**src/verilog/uma_settings.svh**
```systemverilog
// Memory arbiter settings for slot timing, bus widths and per-channel execution delays
`ifndef UMA_SETTINGS_SVH
`define UMA_SETTINGS_SVH

// Clocks per host period
`define UMA_SLOT_DIV 30

// Clocks from the host enable to the first slot
`define UMA_SLOT_DELAY 5

// Client and primary bus widths
`define UMA_ADDR_W 24
`define UMA_DATA_W 16
`define UMA_SIZE_W 2

// Slot to launch latency, main RAM then video RAM
`define UMA_MRAM_DELAY 1
`define UMA_VRAM_DELAY 2

// Number of client channels sharing the primary port
`define UMA_CHANNELS 2

`endif

```
**src/verilog/uma_pkg.sv**
```systemverilog
// Memory arbiter types for client buses, launched requests and primary port commands
`include "uma_settings.svh"

package uma_pkg;

    typedef logic [`UMA_ADDR_W-1:0] addr_t;
    typedef logic [`UMA_DATA_W-1:0] data_t;

    // Levels driven by one client, strobes active low
    typedef struct packed {
        addr_t                  addr;
        data_t                  din;
        logic [`UMA_SIZE_W-1:0] din_size;
        logic                   oe_n;
        logic                   we_n;
        logic                   rfsh_n;
    } client_bus_t;

    // One request handed from a channel to the issue stage
    typedef struct packed {
        logic                   oe;
        logic                   we;
        logic                   rfsh;
        addr_t                  addr;
        data_t                  din;
        logic [`UMA_SIZE_W-1:0] din_size;
    } mem_req_t;

    typedef struct packed {
        addr_t                  addr;
        data_t                  din;
        logic [`UMA_SIZE_W-1:0] din_size;
        logic                   oe_n;
        logic                   we_n;
        logic                   rfsh_n;
    } prim_cmd_t;

endpackage

```
**src/verilog/uma_channel.sv**
```systemverilog
// Arbiter channel that catches client strobe edges, holds the request and returns read data
`timescale 1ns/1ps
`include "uma_settings.svh"

module uma_channel #(
    parameter int EXEC_DELAY = 1
) (
    input  logic                 CLK,
    input  logic                 RESET_n,
    input  uma_pkg::client_bus_t client,
    input  logic                 slot,
    input  logic                 slot_any,
    output uma_pkg::data_t       dout,
    output logic                 ack_n,
    output logic                 launch,
    output uma_pkg::mem_req_t    req,
    input  uma_pkg::data_t       prim_dout
);
    import uma_pkg::*;

    // Bit positions in the strobe vectors
    localparam int OE   = 2;
    localparam int WE   = 1;
    localparam int RFSH = 0;

    logic [EXEC_DELAY-1:0]  slot_dly;
    logic [2:0]             strobe_n;
    logic [2:0]             prev_n;
    logic [2:0]             det;
    logic [2:0]             held;      // Edges seen but not yet launched
    logic [2:0]             pend;
    logic                   busy;
    logic                   done;
    logic                   det_addr;
    addr_t                  save_addr;
    data_t                  save_din;
    logic [`UMA_SIZE_W-1:0] save_size;
    addr_t                  cur_addr;
    data_t                  cur_din;
    logic [`UMA_SIZE_W-1:0] cur_size;

    assign strobe_n = {client.oe_n, client.we_n, client.rfsh_n};

    always_ff @(posedge CLK or negedge RESET_n) begin
        if (!RESET_n) begin
            prev_n <= '1;
        end else begin
            prev_n <= strobe_n;
        end
    end

    assign det      = prev_n & ~strobe_n;  // High to low only
    assign pend     = det | held;
    assign det_addr = det[OE] | det[WE];

    // Own slot pulse pushed down the execution delay line
    always_ff @(posedge CLK or negedge RESET_n) begin
        if (!RESET_n) begin
            slot_dly <= '0;
        end else begin
            slot_dly <= (slot_dly << 1) | EXEC_DELAY'(slot);
        end
    end

    assign launch = slot_dly[EXEC_DELAY-1] && (|pend);
    assign done   = slot_any && busy;

    always_ff @(posedge CLK or negedge RESET_n) begin
        if (!RESET_n) begin
            held <= '0;
        end else if (launch) begin
            held <= '0;             // Everything pending goes out together
        end else begin
            held <= held | det;
        end
    end

    always_ff @(posedge CLK) begin
        if (det_addr) begin
            save_addr <= client.addr;
        end
        if (det[WE]) begin
            save_din  <= client.din;
            save_size <= client.din_size;
        end
    end

    // Bypass so an edge in the launch cycle is served at once
    assign cur_addr = det_addr ? client.addr     : save_addr;
    assign cur_din  = det[WE]  ? client.din      : save_din;
    assign cur_size = det[WE]  ? client.din_size : save_size;

    always_comb begin
        req.oe   = pend[OE];
        req.we   = pend[WE];
        req.rfsh = pend[RFSH];
        if (pend[OE] || pend[WE]) begin
            req.addr     = cur_addr;
            req.din      = cur_din;
            req.din_size = cur_size;
        end else begin
            req.addr     = '0;          // Refresh carries no address or data
            req.din      = '0;
            req.din_size = '0;
        end
    end

    // Busy from launch until the next slot of either channel
    always_ff @(posedge CLK or negedge RESET_n) begin
        if (!RESET_n) begin
            busy <= 1'b0;
        end else if (launch) begin
            busy <= 1'b1;
        end else if (done) begin
            busy <= 1'b0;
        end
    end

    always_ff @(posedge CLK or negedge RESET_n) begin
        if (!RESET_n) begin
            dout  <= '0;
            ack_n <= 1'b1;
        end else begin
            if (done) begin
                dout <= prim_dout;
            end
            if (|det) begin
                ack_n <= 1'b0;
            end else if (done && !(|pend)) begin
                ack_n <= 1'b1;      // Stays low while a newer request waits
            end
        end
    end

    // A launch only serves a request the client is still waiting on
    a_launch_pending: assert property (@(posedge CLK) disable iff (!RESET_n)
        launch |-> (|det) || (!ack_n && (|held)))
        else $error("uma_channel: launch without a pending request");

endmodule

```
**src/verilog/uma_issue.sv**
```systemverilog
// Issue stage that drives the primary RAM command from the launching channel
`timescale 1ns/1ps

module uma_issue (
    input  logic                   CLK,
    input  logic                   RESET_n,
    input  logic [1:0]             launch,
    input  uma_pkg::mem_req_t [1:0] req,
    input  uma_pkg::addr_t [1:0]   addr_offset,
    input  logic                   prim_ack_n,
    output uma_pkg::prim_cmd_t     prim
);
    import uma_pkg::*;

    logic     sel;         // Index of the launching channel
    mem_req_t pick;
    logic     rw;
    addr_t    pick_addr;

    assign sel  = !launch[0];   // Channel 0 first
    assign pick = req[sel];
    assign rw   = pick.oe || pick.we;

    // Offset wraps at 24 bits
    assign pick_addr = rw ? addr_t'(pick.addr + addr_offset[sel]) : '0;

    always_ff @(posedge CLK or negedge RESET_n) begin
        if (!RESET_n) begin
            prim.addr     <= '0;
            prim.din      <= '0;
            prim.din_size <= '0;
            prim.oe_n     <= 1'b1;
            prim.we_n     <= 1'b1;
            prim.rfsh_n   <= 1'b1;
        end else if (!prim_ack_n) begin
            // Primary RAM has taken the access
            prim.oe_n   <= 1'b1;
            prim.we_n   <= 1'b1;
            prim.rfsh_n <= 1'b1;
        end else if (|launch) begin
            prim.addr     <= pick_addr;
            prim.din      <= rw ? pick.din : '0;
            prim.din_size <= rw ? pick.din_size : '0;
            prim.oe_n     <= !pick.oe;
            prim.we_n     <= !pick.we;
            prim.rfsh_n   <= !pick.rfsh;
        end
    end

    // Slot alternation and the delay lines keep the channels apart
    a_launch_exclusive: assert property (@(posedge CLK) disable iff (!RESET_n)
        !(launch[0] && launch[1]))
        else $error("uma_issue: both channels launched in one clock");

endmodule

```
**src/verilog/uma_slot_timer.sv**
```systemverilog
// Slot timer locked to the host clock enable, three access slots per host period
`timescale 1ns/1ps
`include "uma_settings.svh"

module uma_slot_timer (
    input  logic       CLK,
    input  logic       RESET_n,
    input  logic       host_clk_en,
    output logic [1:0] slot,
    output logic       slot_any
);
    localparam int CNT_W = $clog2(`UMA_SLOT_DIV);

    localparam logic [CNT_W-1:0] CNT_LAST = CNT_W'(`UMA_SLOT_DIV - 1);

    // Slots sit a third of a host period apart
    localparam logic [CNT_W-1:0] SLOT_A = CNT_W'(`UMA_SLOT_DELAY);
    localparam logic [CNT_W-1:0] SLOT_B = CNT_W'(`UMA_SLOT_DELAY + `UMA_SLOT_DIV / 3);
    localparam logic [CNT_W-1:0] SLOT_C = CNT_W'(`UMA_SLOT_DELAY + `UMA_SLOT_DIV * 2 / 3);

    logic [CNT_W-1:0] cnt;
    logic             toggle;   // Channel that receives the next pulse
    logic             hit;

    // Restart on every host enable, park at the last count
    always_ff @(posedge CLK or negedge RESET_n) begin
        if (!RESET_n) begin
            cnt <= '0;
        end else if (host_clk_en) begin
            cnt <= '0;
        end else if (cnt != CNT_LAST) begin
            cnt <= cnt + 1'b1;
        end
    end

    assign hit = (cnt == SLOT_A) || (cnt == SLOT_B) || (cnt == SLOT_C);

    always_ff @(posedge CLK or negedge RESET_n) begin
        if (!RESET_n) begin
            slot     <= 2'b00;
            slot_any <= 1'b0;
            toggle   <= 1'b0;
        end else begin
            slot_any <= hit;
            slot     <= hit ? (toggle ? 2'b10 : 2'b01) : 2'b00;
            if (hit) begin
                toggle <= ~toggle;  // Alternation carries across host periods
            end
        end
    end

endmodule

```
**src/verilog/uma_top.sv**
```systemverilog
// Memory arbiter top sharing one primary RAM port between main and video RAM clients
`timescale 1ns/1ps
`include "uma_settings.svh"

module uma_top (
    input  logic                                  CLK,
    input  logic                                  RESET_n,
    input  logic                                  host_clk_en,
    input  uma_pkg::client_bus_t [`UMA_CHANNELS-1:0] client,
    input  uma_pkg::addr_t [`UMA_CHANNELS-1:0]       addr_offset,
    output uma_pkg::data_t [`UMA_CHANNELS-1:0]       dout,
    output logic [`UMA_CHANNELS-1:0]                 ack_n,
    output uma_pkg::prim_cmd_t                       prim,
    input  uma_pkg::data_t                           prim_dout,
    input  logic                                     prim_ack_n
);
    import uma_pkg::*;

    logic [1:0]                     slot;
    logic                           slot_any;
    logic [`UMA_CHANNELS-1:0]       launch;
    mem_req_t [`UMA_CHANNELS-1:0]   req;

    uma_slot_timer u_timer (
        .CLK         (CLK),
        .RESET_n     (RESET_n),
        .host_clk_en (host_clk_en),
        .slot        (slot),
        .slot_any    (slot_any)
    );

    // Main RAM
    uma_channel #(.EXEC_DELAY(`UMA_MRAM_DELAY)) u_mram (
        .CLK       (CLK),
        .RESET_n   (RESET_n),
        .client    (client[0]),
        .slot      (slot[0]),
        .slot_any  (slot_any),
        .dout      (dout[0]),
        .ack_n     (ack_n[0]),
        .launch    (launch[0]),
        .req       (req[0]),
        .prim_dout (prim_dout)
    );

    // Video RAM
    uma_channel #(.EXEC_DELAY(`UMA_VRAM_DELAY)) u_vram (
        .CLK       (CLK),
        .RESET_n   (RESET_n),
        .client    (client[1]),
        .slot      (slot[1]),
        .slot_any  (slot_any),
        .dout      (dout[1]),
        .ack_n     (ack_n[1]),
        .launch    (launch[1]),
        .req       (req[1]),
        .prim_dout (prim_dout)
    );

    uma_issue u_issue (
        .CLK         (CLK),
        .RESET_n     (RESET_n),
        .launch      (launch),
        .req         (req),
        .addr_offset (addr_offset),
        .prim_ack_n  (prim_ack_n),
        .prim        (prim)
    );

endmodule
```
**config.mk**
```make
export PLATFORM = sky130hd
export DESIGN_NAME = uma_top
export DESIGN_NICKNAME = d
export VERILOG_FILES = /design/src/verilog/uma_pkg.sv /design/src/verilog/uma_channel.sv /design/src/verilog/uma_issue.sv /design/src/verilog/uma_slot_timer.sv /design/src/verilog/uma_top.sv
export VERILOG_INCLUDE_DIRS = /design/src /design/src/verilog
export SDC_FILE = /design/constraint.sdc
export NUM_CORES = 1
export LEC_CHECK = 0
export BUFFER_PORTS_ARGS = -buffer_cell sky130_fd_sc_hd__buf_2
export CORE_MARGIN = 2
export CORE_UTILIZATION = 46
export DETAILED_ROUTE_END_ITERATION = 10
export PLACE_DENSITY = 0.72
export SYNTH_ARGS = -nofsm -noshare
export SYNTH_HDL_FRONTEND = slang
export SYNTH_SLANG_ARGS = --single-unit
export TNS_END_PERCENT = 10
```
**constraint.sdc**
```tcl
create_clock -name CLK -period 4.4 [get_ports CLK]
set_input_delay 0.44 -clock CLK [delete_from_list [all_inputs] [get_ports CLK]]
set_output_delay 0.44 -clock CLK [all_outputs]
set_load 0.05 [all_outputs]
```
==> results.yml, run 1 <==
critical_path:
  cp_max_fo: 14
  r2r-end: "u_issue.prim[37]$_DFFE_PN0P_"
  path_cells: "nor2b_4 > or4b_4 > and2_2 > a32o_1 > ha_1 > fa_1 > a21oi_1 > o21ai_1 > a2111oi_1 > nor2_1 > a211oi_1 > xnor2_1 > a22o_1"
  critPathSlowestCell: "a2111oi_1"
  crit_type: "reg2reg"
  cp.required_ns: 4.72
  start_kind: "flop"
  worstSetupStartpoint: "u_vram.prev_n[1]$_DFF_PN1_"
  r2r_start: "u_vram.prev_n[1]$_DFF_PN1_"
  worstSetupEndpoint: "u_issue.prim[37]$_DFFE_PN0P_"
  rrSetupSlack_ns: 0.30
  crit_path_end_kind: "flop"
  worstRegToRegCells: 13
  critPathMaxStageDelay_ns: 0.62
  cp.depth: 13
  crit_arrival_ns: 4.42
  critPathTopFamily: "compound AO/OA/AOI/OAI gates"
  critPathBufInv: 0
synthesis:
  synth_seq_area_share_pct: 50.7
  synth_area_um2: 8520
  synth_edf_count: 0
  synth_ff_type: "dfrtp_1"
  yosysTopAreaCell: "dfrtp_1"
  synth_top_area_share_pct: 27.6
  netlist_top_cells_area: "dfrtp_1 28%, dfxtp_1 20%, mux2_2 16%, a32o_1 4.9%, nand2_1 4.0%"
  ys_types: 49
  syn_inst: 754
  synth_seq_cells: 189
  ys_warn_count: 0
  syn_avg_cell_area_um2: 11.3
  async_flop_share_pct: 55.6
  syn-num-nets: 939
finish:
  syn_to_final_growth_pct: 23.8
  fill_cells: 1538
  antenna_cells: 0
  instances_no_fill: 1227
  drive_gt1_share_pct: 42.8
  fin_nets: 1170
place:
  portBuffers: 236
  dp_cells: 1195
  gpl.final_weighted_congestion: 0.877
  dp_hpwl_um: 15900
routing:
  num_vias: 6719
  wire_per_inst_um: 17.9
  wirelength_um: 22000
  viasPerCell: 5.48
  firstDrtPassIters: 9
  drc: 15
  drt_iter0_drc: 344
  drtAntennaViolNets: 0
power_and_ir_drop:
  p_per_area_nw_per_um2: 552
  ir_drop_mv: 0.305
  leakage_uw: 0.00488
sta:
  finalHoldViolCount: 0
  slew_headroom_pct: 32.3
  tightestPinTransition_ns: 1.01
  finalCritPeriodShare_pct: 93.1
  slew_violations: 0
  tns_ns: 0
  rsz0062_at_grt: "no"
  setup_viol: 0
  timing.fmax_mhz: 244
  skew_ns: 0.0147
  min_period_ns: 4.10
min_path:
  hold_path_class: "in2reg"
  hold_path_startpoint: "client[45]"
grt:
  grt_overflow_total: 0
  antenna_found_initial: 0
  grt_pass1_vias: 6647
  grt_util_met2_pct: 37.4
  met1_usage_pct: 30.5
  grt_max_degree: 74
  grt_usage_pct: 22.4
  grtUsageMet3_pct: 4.03
  grt_first_pass_wirelength_um: 34500
  busiest_layer: "met2"
floorplan:
  floorplan.initialDensity_pct: 47.1
  coreArea_um2: 18100
  die_area_um2: 19600
  dieHeight_um: 140
  die_w_um: 140
  num_rows: 49
  num_io_pins: 237
run:
  drv_cap: 0
clock_tree:
  root_buffer: "clkbuf_16"
  cts_setup_buffers: 0
  path_clk_slew_ns: 0.07
  cts_resized: 0
  numCtsBuffers: 17
  clk_latency_ns: 0.43
  postCtsHoldBufs: 0
  clock_sinks: 189
  max-clock-path-buffers: 2
  cts_tree: "yes"
  cts_htree_levels: 4
outcome:
  violations: "DRC"
  status: "complete, but fails checks"
cells in the mapped netlist (2+ instances only):
cell type / number
a22o_1: 37
o21bai_1: 3
o31ai_1: 5
a21boi_0: 2
nand3_1: 6
a41oi_1: 2
buf_1: 5
a31oi_1: 6
xnor2_1: 16
dfrtp_1: 94
mux2_2: 120
a32o_1: 42
and3_1: 4
o21ai_0: 23
dfxtp_1: 84
xor2_1: 9
buf_2: 9
nor2b_1: 7
o211ai_1: 3
a21oi_1: 31
clkbuf_1: 23
nor2_1: 29
ha_1: 26
a21o_1: 4
a211oi_1: 3
nand4_1: 4
or4_1: 2
nor4_1: 2
or3_1: 3
nor3_1: 8
buf_4: 2
nand2_1: 91
o21ai_1: 3
o21a_1: 3
nand2b_1: 9
inv_1: 11
dfstp_2: 11
stage by stage:
step                      total power (uW)  hold WS (ns)  setup slack (ns)  instance area (um^2)  utilization (%)
after CTS                             5860        0.0984             0.278                 10500             58.3
after floorplan                       3810         0.144             0.482                  8520                -
after global placement                4330         0.339             0.199                  9970             55.1
final                                 5830         0.115             0.302                 10600             58.4
after detailed placement              4360         0.335             0.156                  9970             55.1
after global routing                  6100        0.0973            0.0400                 10600             58.4
cell type report:
type / count / area, um^2 / share of cell area, %
sequential: 189 / 4320 / 41.0
multi-input combinational: 514 / 4030 / 38.1
timing repair buffer: 252 / 1300 / 12.4
clock buffer: 18 / 450 / 4.27
tap: 229 / 287 / 2.71
clock inverter: 14 / 124 / 1.17
inverter: 11 / 41.3 / 0.391
layer usage:
layer  routed length [um]  up-vias
met4                  240        0
li1                     -     3215
met5                    0        -
met2                10900      239
met3                 1240       17
met1                 9620     3248
placed cells by master (no fill, tap or decap), types with 9 or more instances in the layout:
master     synthesis  layout
o21ai_0           23      23
a21oi_1           31      31
clkbuf_16          0      18
dfstp_2           11      11
inv_1             11      11
ha_1              26      26
xnor2_1           16      16
dfrtp_1           94      94
a32o_1            42      42
dfxtp_1           84      84
buf_2              9     235
mux2_2           120     120
buf_4              2      17
nor2_1            29      29
xor2_1             9       9
a22o_1            37      37
nand2_1           91      90
registers in the layout, summed over array words and instances, names as in the netlist, 2 cells and up:
register / cells
u_mram.held: 3
u_vram.save_din: 16
u_vram.save_size: 2
u_timer.cnt: 5
u_mram.save_din: 16
u_mram.prev_n: 3
u_mram.dout: 16
u_vram.slot_dly: 2
u_mram.save_size: 2
u_vram.save_addr: 24
u_mram.save_addr: 24
u_vram.prev_n: 3
u_vram.held: 3
u_issue.prim: 45
u_vram.dout: 16
u_timer.slot: 2
worst min path at each step:
| stage | to | slack (ns) | cells after the start |
|---|---|---|---|
| CTS | u_vram.prev_n[2]$_DFF_PN1_ | 0.1 | 1 |
| finish | u_vram.prev_n[0]$_DFF_PN1_ | 0.12 | 1 |
| global route | u_vram.prev_n[2]$_DFF_PN1_ | 0.1 | 1 |
| global placement | u_vram.slot_dly[0]$_DFF_PN0_ | 0.34 | 0 |
| detailed placement | u_vram.slot_dly[1]$_DFF_PN0_ | 0.33 | 0 |
| floorplan | u_issue.prim[10]$_DFFE_PN0P_ | 0.14 | 0 |
report_power, final:
group	internal [uW]	switching (uW)	total, uW
Clock	776	715	1490
Sequential	2080	168	2250
Combinational	697	1390	2090
cells by family after synthesis:
logic type / after synthesis / synth area share, %
flip-flops: 189 / 50.7
AND/OR/NAND/NOR: 171 / 9.06
AO/OA/AOI/OAI: 170 / 15.1
multiplexers: 121 / 16.0
buffers and inverters: 51 / 2.55
adder cells (fa/ha/maj): 27 / 4.05
XOR/XNOR: 25 / 2.57
Power figures use the tool's default switching activity.
==> inputs of run 2 (changes only) <==
--- a/config.mk
+++ b/config.mk
@@ -11,6 +11,7 @@
 export CORE_UTILIZATION = 46
 export DETAILED_ROUTE_END_ITERATION = 10
 export PLACE_DENSITY = 0.72
+export RECOVER_POWER = 25
 export SYNTH_ARGS = -nofsm -noshare
 export SYNTH_HDL_FRONTEND = slang
 export SYNTH_SLANG_ARGS = --single-unit
==> run 2 against run 1 <==
Net effect:
- the flow finishes with violations (DRC, capacitance limit, slew limit)
- critical path depth unchanged
- sequential power barely moved
- register-to-register slack hardly changed
- utilization shrank 0.097 points
- total power barely moved
- first-iteration DRC count grew 6.4%
- highest routed layer unchanged
- global-route usage stayed put
==> results.yml, run 2 (synthesis gave the netlist of run 1 again) <==
outcome:
  status: "complete, but fails checks"
  violations: "DRC, capacitance limit, slew limit"
sta:
  skew_ns: 0.0144
  min_period_ns: 4.10
  setup_viol: 0
  tns_ns: 0
  slew_violations: 74
  rsz0062_at_grt: "no"
  finalHoldViolCount: 0
  timing.fmax_mhz: 244
  finalCritPeriodShare_pct: 93.1
  slew_headroom_pct: -23.9
  tightestPinTransition_ns: 1.86
place:
  gpl.final_weighted_congestion: 0.877
  portBuffers: 236
  dp_hpwl_um: 15900
routing:
  viasPerCell: 5.47
  drtAntennaViolNets: 0
  firstDrtPassIters: 8
  wire_per_inst_um: 17.9
  drc: 15
  wirelength_um: 22000
  drt_iter0_drc: 366
  num_vias: 6715
clock_tree:
  cts_tree: "yes"
  clk_latency_ns: 0.43
  clock_sinks: 189
  cts_htree_levels: 4
  max-clock-path-buffers: 2
  numCtsBuffers: 17
  path_clk_slew_ns: 0.07
  root_buffer: "clkbuf_16"
finish:
  fin_nets: 1170
  syn_to_final_growth_pct: 23.6
  fin_util_pct: 58.3
  final_cell_mix: "231 x buf_2, 120 x mux2_2, 94 x dfrtp_1, 90 x nand2_1, 84 x dfxtp_1"
  regMostFlops: "u_issue.prim"
  mostFrequentLayoutCell: "buf_2"
  antenna_cells: 0
  reg_top3: "u_issue.prim: 45 flops, u_mram.save_addr: 24 flops, u_vram.save_addr: 24 flops"
  largest_register_ffs: 45
  drive_gt1_share_pct: 42.1
critical_path:
  start_kind: "flop"
  crit_arrival_ns: 4.41
  crit_type: "reg2reg"
  cp_max_fo: 14
  cp.required_ns: 4.72
  crit_path_end_kind: "flop"
grt:
  grt_pass1_vias: 6647
  grt_usage_pct: 22.4
  antenna_found_initial: 0
  grt_overflow_total: 0
  grt_first_pass_wirelength_um: 34500
  grt_max_degree: 74
floorplan:
  coreArea_um2: 18100
  num_rows: 49
  dieHeight_um: 140
  floorplan.initialDensity_pct: 47.1
  die_w_um: 140
  num_io_pins: 237
  die_area_um2: 19600
power_and_ir_drop:
  p_per_area_nw_per_um2: 553
  ir_drop_mv: 0.305
  leakage_uw: 0.00486
min_path:
  hold_path_class: "in2reg"
run:
  drv_cap: 1
run 2: cell types whose count changed in the layout (fill, tap and decap cells not counted):
cell,change
buf_2,-4
nor2b_1,+1
clkbuf_1,+6
nor2b_2,-1
clkbuf_2,+1
buf_4,-3
run 2: critical path, cell delays in order (launching register included):
cell and delay [ns]:
dfstp_2 0.36, nor2b_4 0.12, or4b_4 0.52, and2_2 0.30
a32o_1 0.29, ha_1 0.24, fa_1 0.47, a21oi_1 0.20
o21ai_1 0.16, a2111oi_1 0.61, nor2_1 0.14, a211oi_1 0.27
xnor2_1 0.09, a22o_1 0.20
run 2: layout make-up:
cell class,instances,area (um^2)
inverter,11,41.3
sequential,189,4320
fill,1543,7550
multi-input combinational,514,4020
timing repair buffer,252,1290
clock inverter,14,124
clock buffer,18,450
tap,229,287
run 2: metal layers:
layer / track usage (%) / wire, um / part of all wire, %
met1: 30.5 / 9750 / 44
met2: 37.4 / 10800 / 49
met5: 0 / 0 / 0
met3: 4.03 / 1210 / 5.5
met4: 5.69 / 240 / 1.1
run 2: power by group:
group | total [uW] | leakage, uW | internal, uW | switching (uW)
registers | 2250 | 0.00200 | 2080 | 168
logic | 2090 | 0.00259 | 695 | 1390
clock network | 1490 | 0.000270 | 776 | 715
total | 5830 | 0.00486 | 3550 | 2270
run 2: per-stage QoR:
stage / cells / hold slack [ns] / total power (uW) / area [um^2] / setup slack (ns)
finish: 1227 / 0.114 / 5830 / 10500 / 0.304
global route: 1227 / 0.0973 / 6100 / 10500 / 0.0347
CTS: 1227 / 0.0984 / 5860 / 10500 / 0.278
detailed placement: 1195 / 0.335 / 4360 / 9970 / 0.156
global placement: 1195 / 0.339 / 4330 / 9970 / 0.199
floorplan: 754 / 0.144 / 3810 / 8520 / 0.482
run 2: what timing repair did:
action / CTS / global route
setup buffers: 0 / 0
endpoints found under the setup margin: 0 / 1
hold endpoints to repair: 0 / 0
hold buffers: 0 / 0
resized for setup: 0 / 1
run 2: path summary, 6_finish.rpt:
check | end | cells after the start | slack (ns) | from
max reg2reg | u_issue.prim[37]$_DFFE_PN0P_ | 13 | 0.30 | u_vram.prev_n[1]$_DFF_PN1_
max | u_issue.prim[37]$_DFFE_PN0P_ | 13 | 0.30 | u_vram.prev_n[1]$_DFF_PN1_
max in group asynchronous | u_mram.prev_n[1]$_DFF_PN1_ | 2 | 2.53 | RESET_n
min reg2reg | u_vram.slot_dly[1]$_DFF_PN0_ | 0 | 0.35 | u_vram.slot_dly[0]$_DFF_PN0_
min | u_mram.prev_n[0]$_DFF_PN1_ | 1 | 0.11 | client[0]
min in group asynchronous | u_timer.cnt[1]$_DFFE_PN0P_ | 1 | 0.52 | RESET_n
==> inputs of run 3 (changes only) <==
--- a/config.mk
+++ b/config.mk
@@ -7,6 +7,7 @@
 export NUM_CORES = 1
 export LEC_CHECK = 0
 export BUFFER_PORTS_ARGS = -buffer_cell sky130_fd_sc_hd__buf_2
+export CORE_ASPECT_RATIO = 0.5
 export CORE_MARGIN = 2
 export CORE_UTILIZATION = 46
 export DETAILED_ROUTE_END_ITERATION = 10
==> constraint.sdc (replaced) <==
create_clock -name CLK -period 4.4 [get_ports CLK]
set_input_delay 0.44 -clock CLK [delete_from_list [all_inputs] [get_ports CLK]]
set_output_delay 0.44 -clock CLK [all_outputs]
set_load 0.01 [all_outputs]
==> run 3 against run 2 <==
Net effect:
- the flow finishes with violations (capacitance limit, slew limit)
- global-route usage is 0.37 points higher
- fmax barely moved
- sequential cell count is the same
- via count decreased by 0.21%
- clock skew down 0.0048 ns
- worst setup slack improved by 0.0021 ns
==> results.yml, run 3 (synthesis gave the netlist of run 1 again) <==
sta:
  tns_ns: 0
  rsz0062_at_grt: "no"
  finalCritPeriodShare_pct: 93.0
  setup_viol: 0
  finalHoldViolCount: 0
  tightestPinTransition_ns: 3.88
  timing.fmax_mhz: 244
  whs_ns: 0.105
  slew_violations: 72
  min_period_ns: 4.09
  skew_ns: 0.00963
  slew_headroom_pct: -158
clock_tree:
  postCtsHoldBufs: 0
  cts_tree: "yes"
  numCtsBuffers: 17
  cts_htree_levels: 4
  clock_sinks: 189
  root_buffer: "clkbuf_16"
  clk_latency_ns: 0.42
  max-clock-path-buffers: 2
  cts_setup_buffers: 0
  cts_resized: 0
  path_clk_slew_ns: 0.07
routing:
  viasPerCell: 5.41
  wirelength_um: 21900
  drc: 0
  drtAntennaViolNets: 0
  firstDrtPassIters: 5
  drt_iter0_drc: 235
  wire_per_inst_um: 17.7
  num_vias: 6701
finish:
  antenna_cells: 0
  final-seq-area_um2: 4320
  reg_top3: "u_issue.prim: 45 flops, u_mram.save_addr: 24 flops, u_vram.save_addr: 24 flops"
  regMostFlops: "u_issue.prim"
  syn_to_final_growth_pct: 23.9
  largest_register_ffs: 45
  fin_nets: 1170
  instances_no_fill: 1238
  drive_gt1_share_pct: 41.8
  final_cell_mix: "230 x buf_2, 119 x mux2_2, 94 x dfrtp_1, 90 x nand2_1, 84 x dfxtp_1"
  mostFrequentLayoutCell: "buf_2"
  multi_input_area_um2: 4010
  fill_cells: 1533
run:
  drv_cap: 1
grt:
  grtUsageMet3_pct: 4.40
  antenna_found_initial: 0
  grt_max_degree: 72
  grt_usage_pct: 22.8
  grt_first_pass_wirelength_um: 35500
  met1_usage_pct: 28.9
  grt_util_met2_pct: 39.9
  grt_overflow_total: 0
  grt_pass1_vias: 7036
  busiest_layer: "met2"
power_and_ir_drop:
  p_per_area_nw_per_um2: 493
  finalPower_uw: 5210
  leakage_uw: 0.00488
  ir_drop_mv: 0.283
place:
  dp_hpwl_um: 16100
  gpl.final_weighted_congestion: 0.914
  portBuffers: 236
  dp_cells: 1206
floorplan:
  die_area_um2: 19700
  num_io_pins: 237
  floorplan.initialDensity_pct: 46.7
  dieHeight_um: 100
  coreArea_um2: 18300
  die_w_um: 197
  num_rows: 35
critical_path:
  crit_type: "reg2reg"
  cp_max_fo: 24
  start_kind: "flop"
  cp.required_ns: 4.71
  crit_arrival_ns: 4.40
  crit_path_end_kind: "flop"
outcome:
  violations: "capacitance limit, slew limit"
  status: "complete, but fails checks"
min_path:
  hold_path_class: "in2reg"
## run 3: cell count changes in the layout (fill, tap and decap cells not counted), sizes merged
cell | before | now
clkbuf | 25 | 28
clkinvlp | 4 | 1
buf | 245 | 243
bufinv | 0 | 1
inv | 17 | 18
## run 3: worst max-delay path, cell delays in order (launching register included)
cell and delay (ns):
dfstp_2 0.52, nor2b_4 0.15, nand2b_1 0.19, buf_4 0.37
mux2_2 0.39, a32o_1 0.27, ha_1 0.37, nand3_1 0.09
o211ai_1 0.40, a31oi_1 0.21, o21ai_0 0.48, a31oi_1 0.19
xnor2_1 0.15, a22o_1 0.20
## run 3: worst paths after layout
path                       cells after the start                       start                            to  slack (ns)
min in group asynchronous                      1                     RESET_n  u_issue.prim[26]$_DFFE_PN0P_        1.33
hold reg to reg                                0   u_timer.slot[0]$_DFF_PN0_     u_mram.slot_dly$_DFF_PN0_        0.35
setup reg to reg                              13  u_vram.prev_n[1]$_DFF_PN1_  u_issue.prim[42]$_DFFE_PN0P_        0.31
hold / removal                                 1                   client[0]    u_mram.prev_n[0]$_DFF_PN1_        0.11
setup / recovery                              13  u_vram.prev_n[1]$_DFF_PN1_  u_issue.prim[42]$_DFFE_PN0P_        0.31
max in group asynchronous                      1                     RESET_n      u_mram.held[0]$_DFF_PN0_        0.85
## run 3: per-layer routing
metal  routed length (um)  part of all wire, %
met2                10700                   49
met4                  342                  1.6
met5                    0                    0
met3                 1010                  4.6
met1                 9840                   45
## run 3: area by class of cell
class                      instances  share of cell area [%]
sequential                       189                    40.9
multi-input combinational        514                    38.0
timing repair buffer             252                    12.2
clock buffer                      19                    4.29
tap                              240                    2.84
clock inverter                    13                    1.39
inverter                          11                   0.391
## run 3: per-stage QoR
| stage | worst slack (ns) | area (um^2) | util, % |
|---|---|---|---|
| 6_report | 0.306 | 10600 | 57.8 |
| 5_1_grt | 0.0155 | 10600 | 57.8 |
| 4_1_cts | 0.215 | 10600 | 57.9 |
| 3_5_place_dp | 0.0986 | 9970 | 54.6 |
| 3_3_place_gp | 0.163 | 9970 | 54.6 |
| 2_1_floorplan | 0.482 | 8520 | - |
## run 3: report_power, final
part           internal [uW]  switching, uW  total, uW
clock network            837            722       1560
registers               2080            171       2250
logic                    692            703       1390
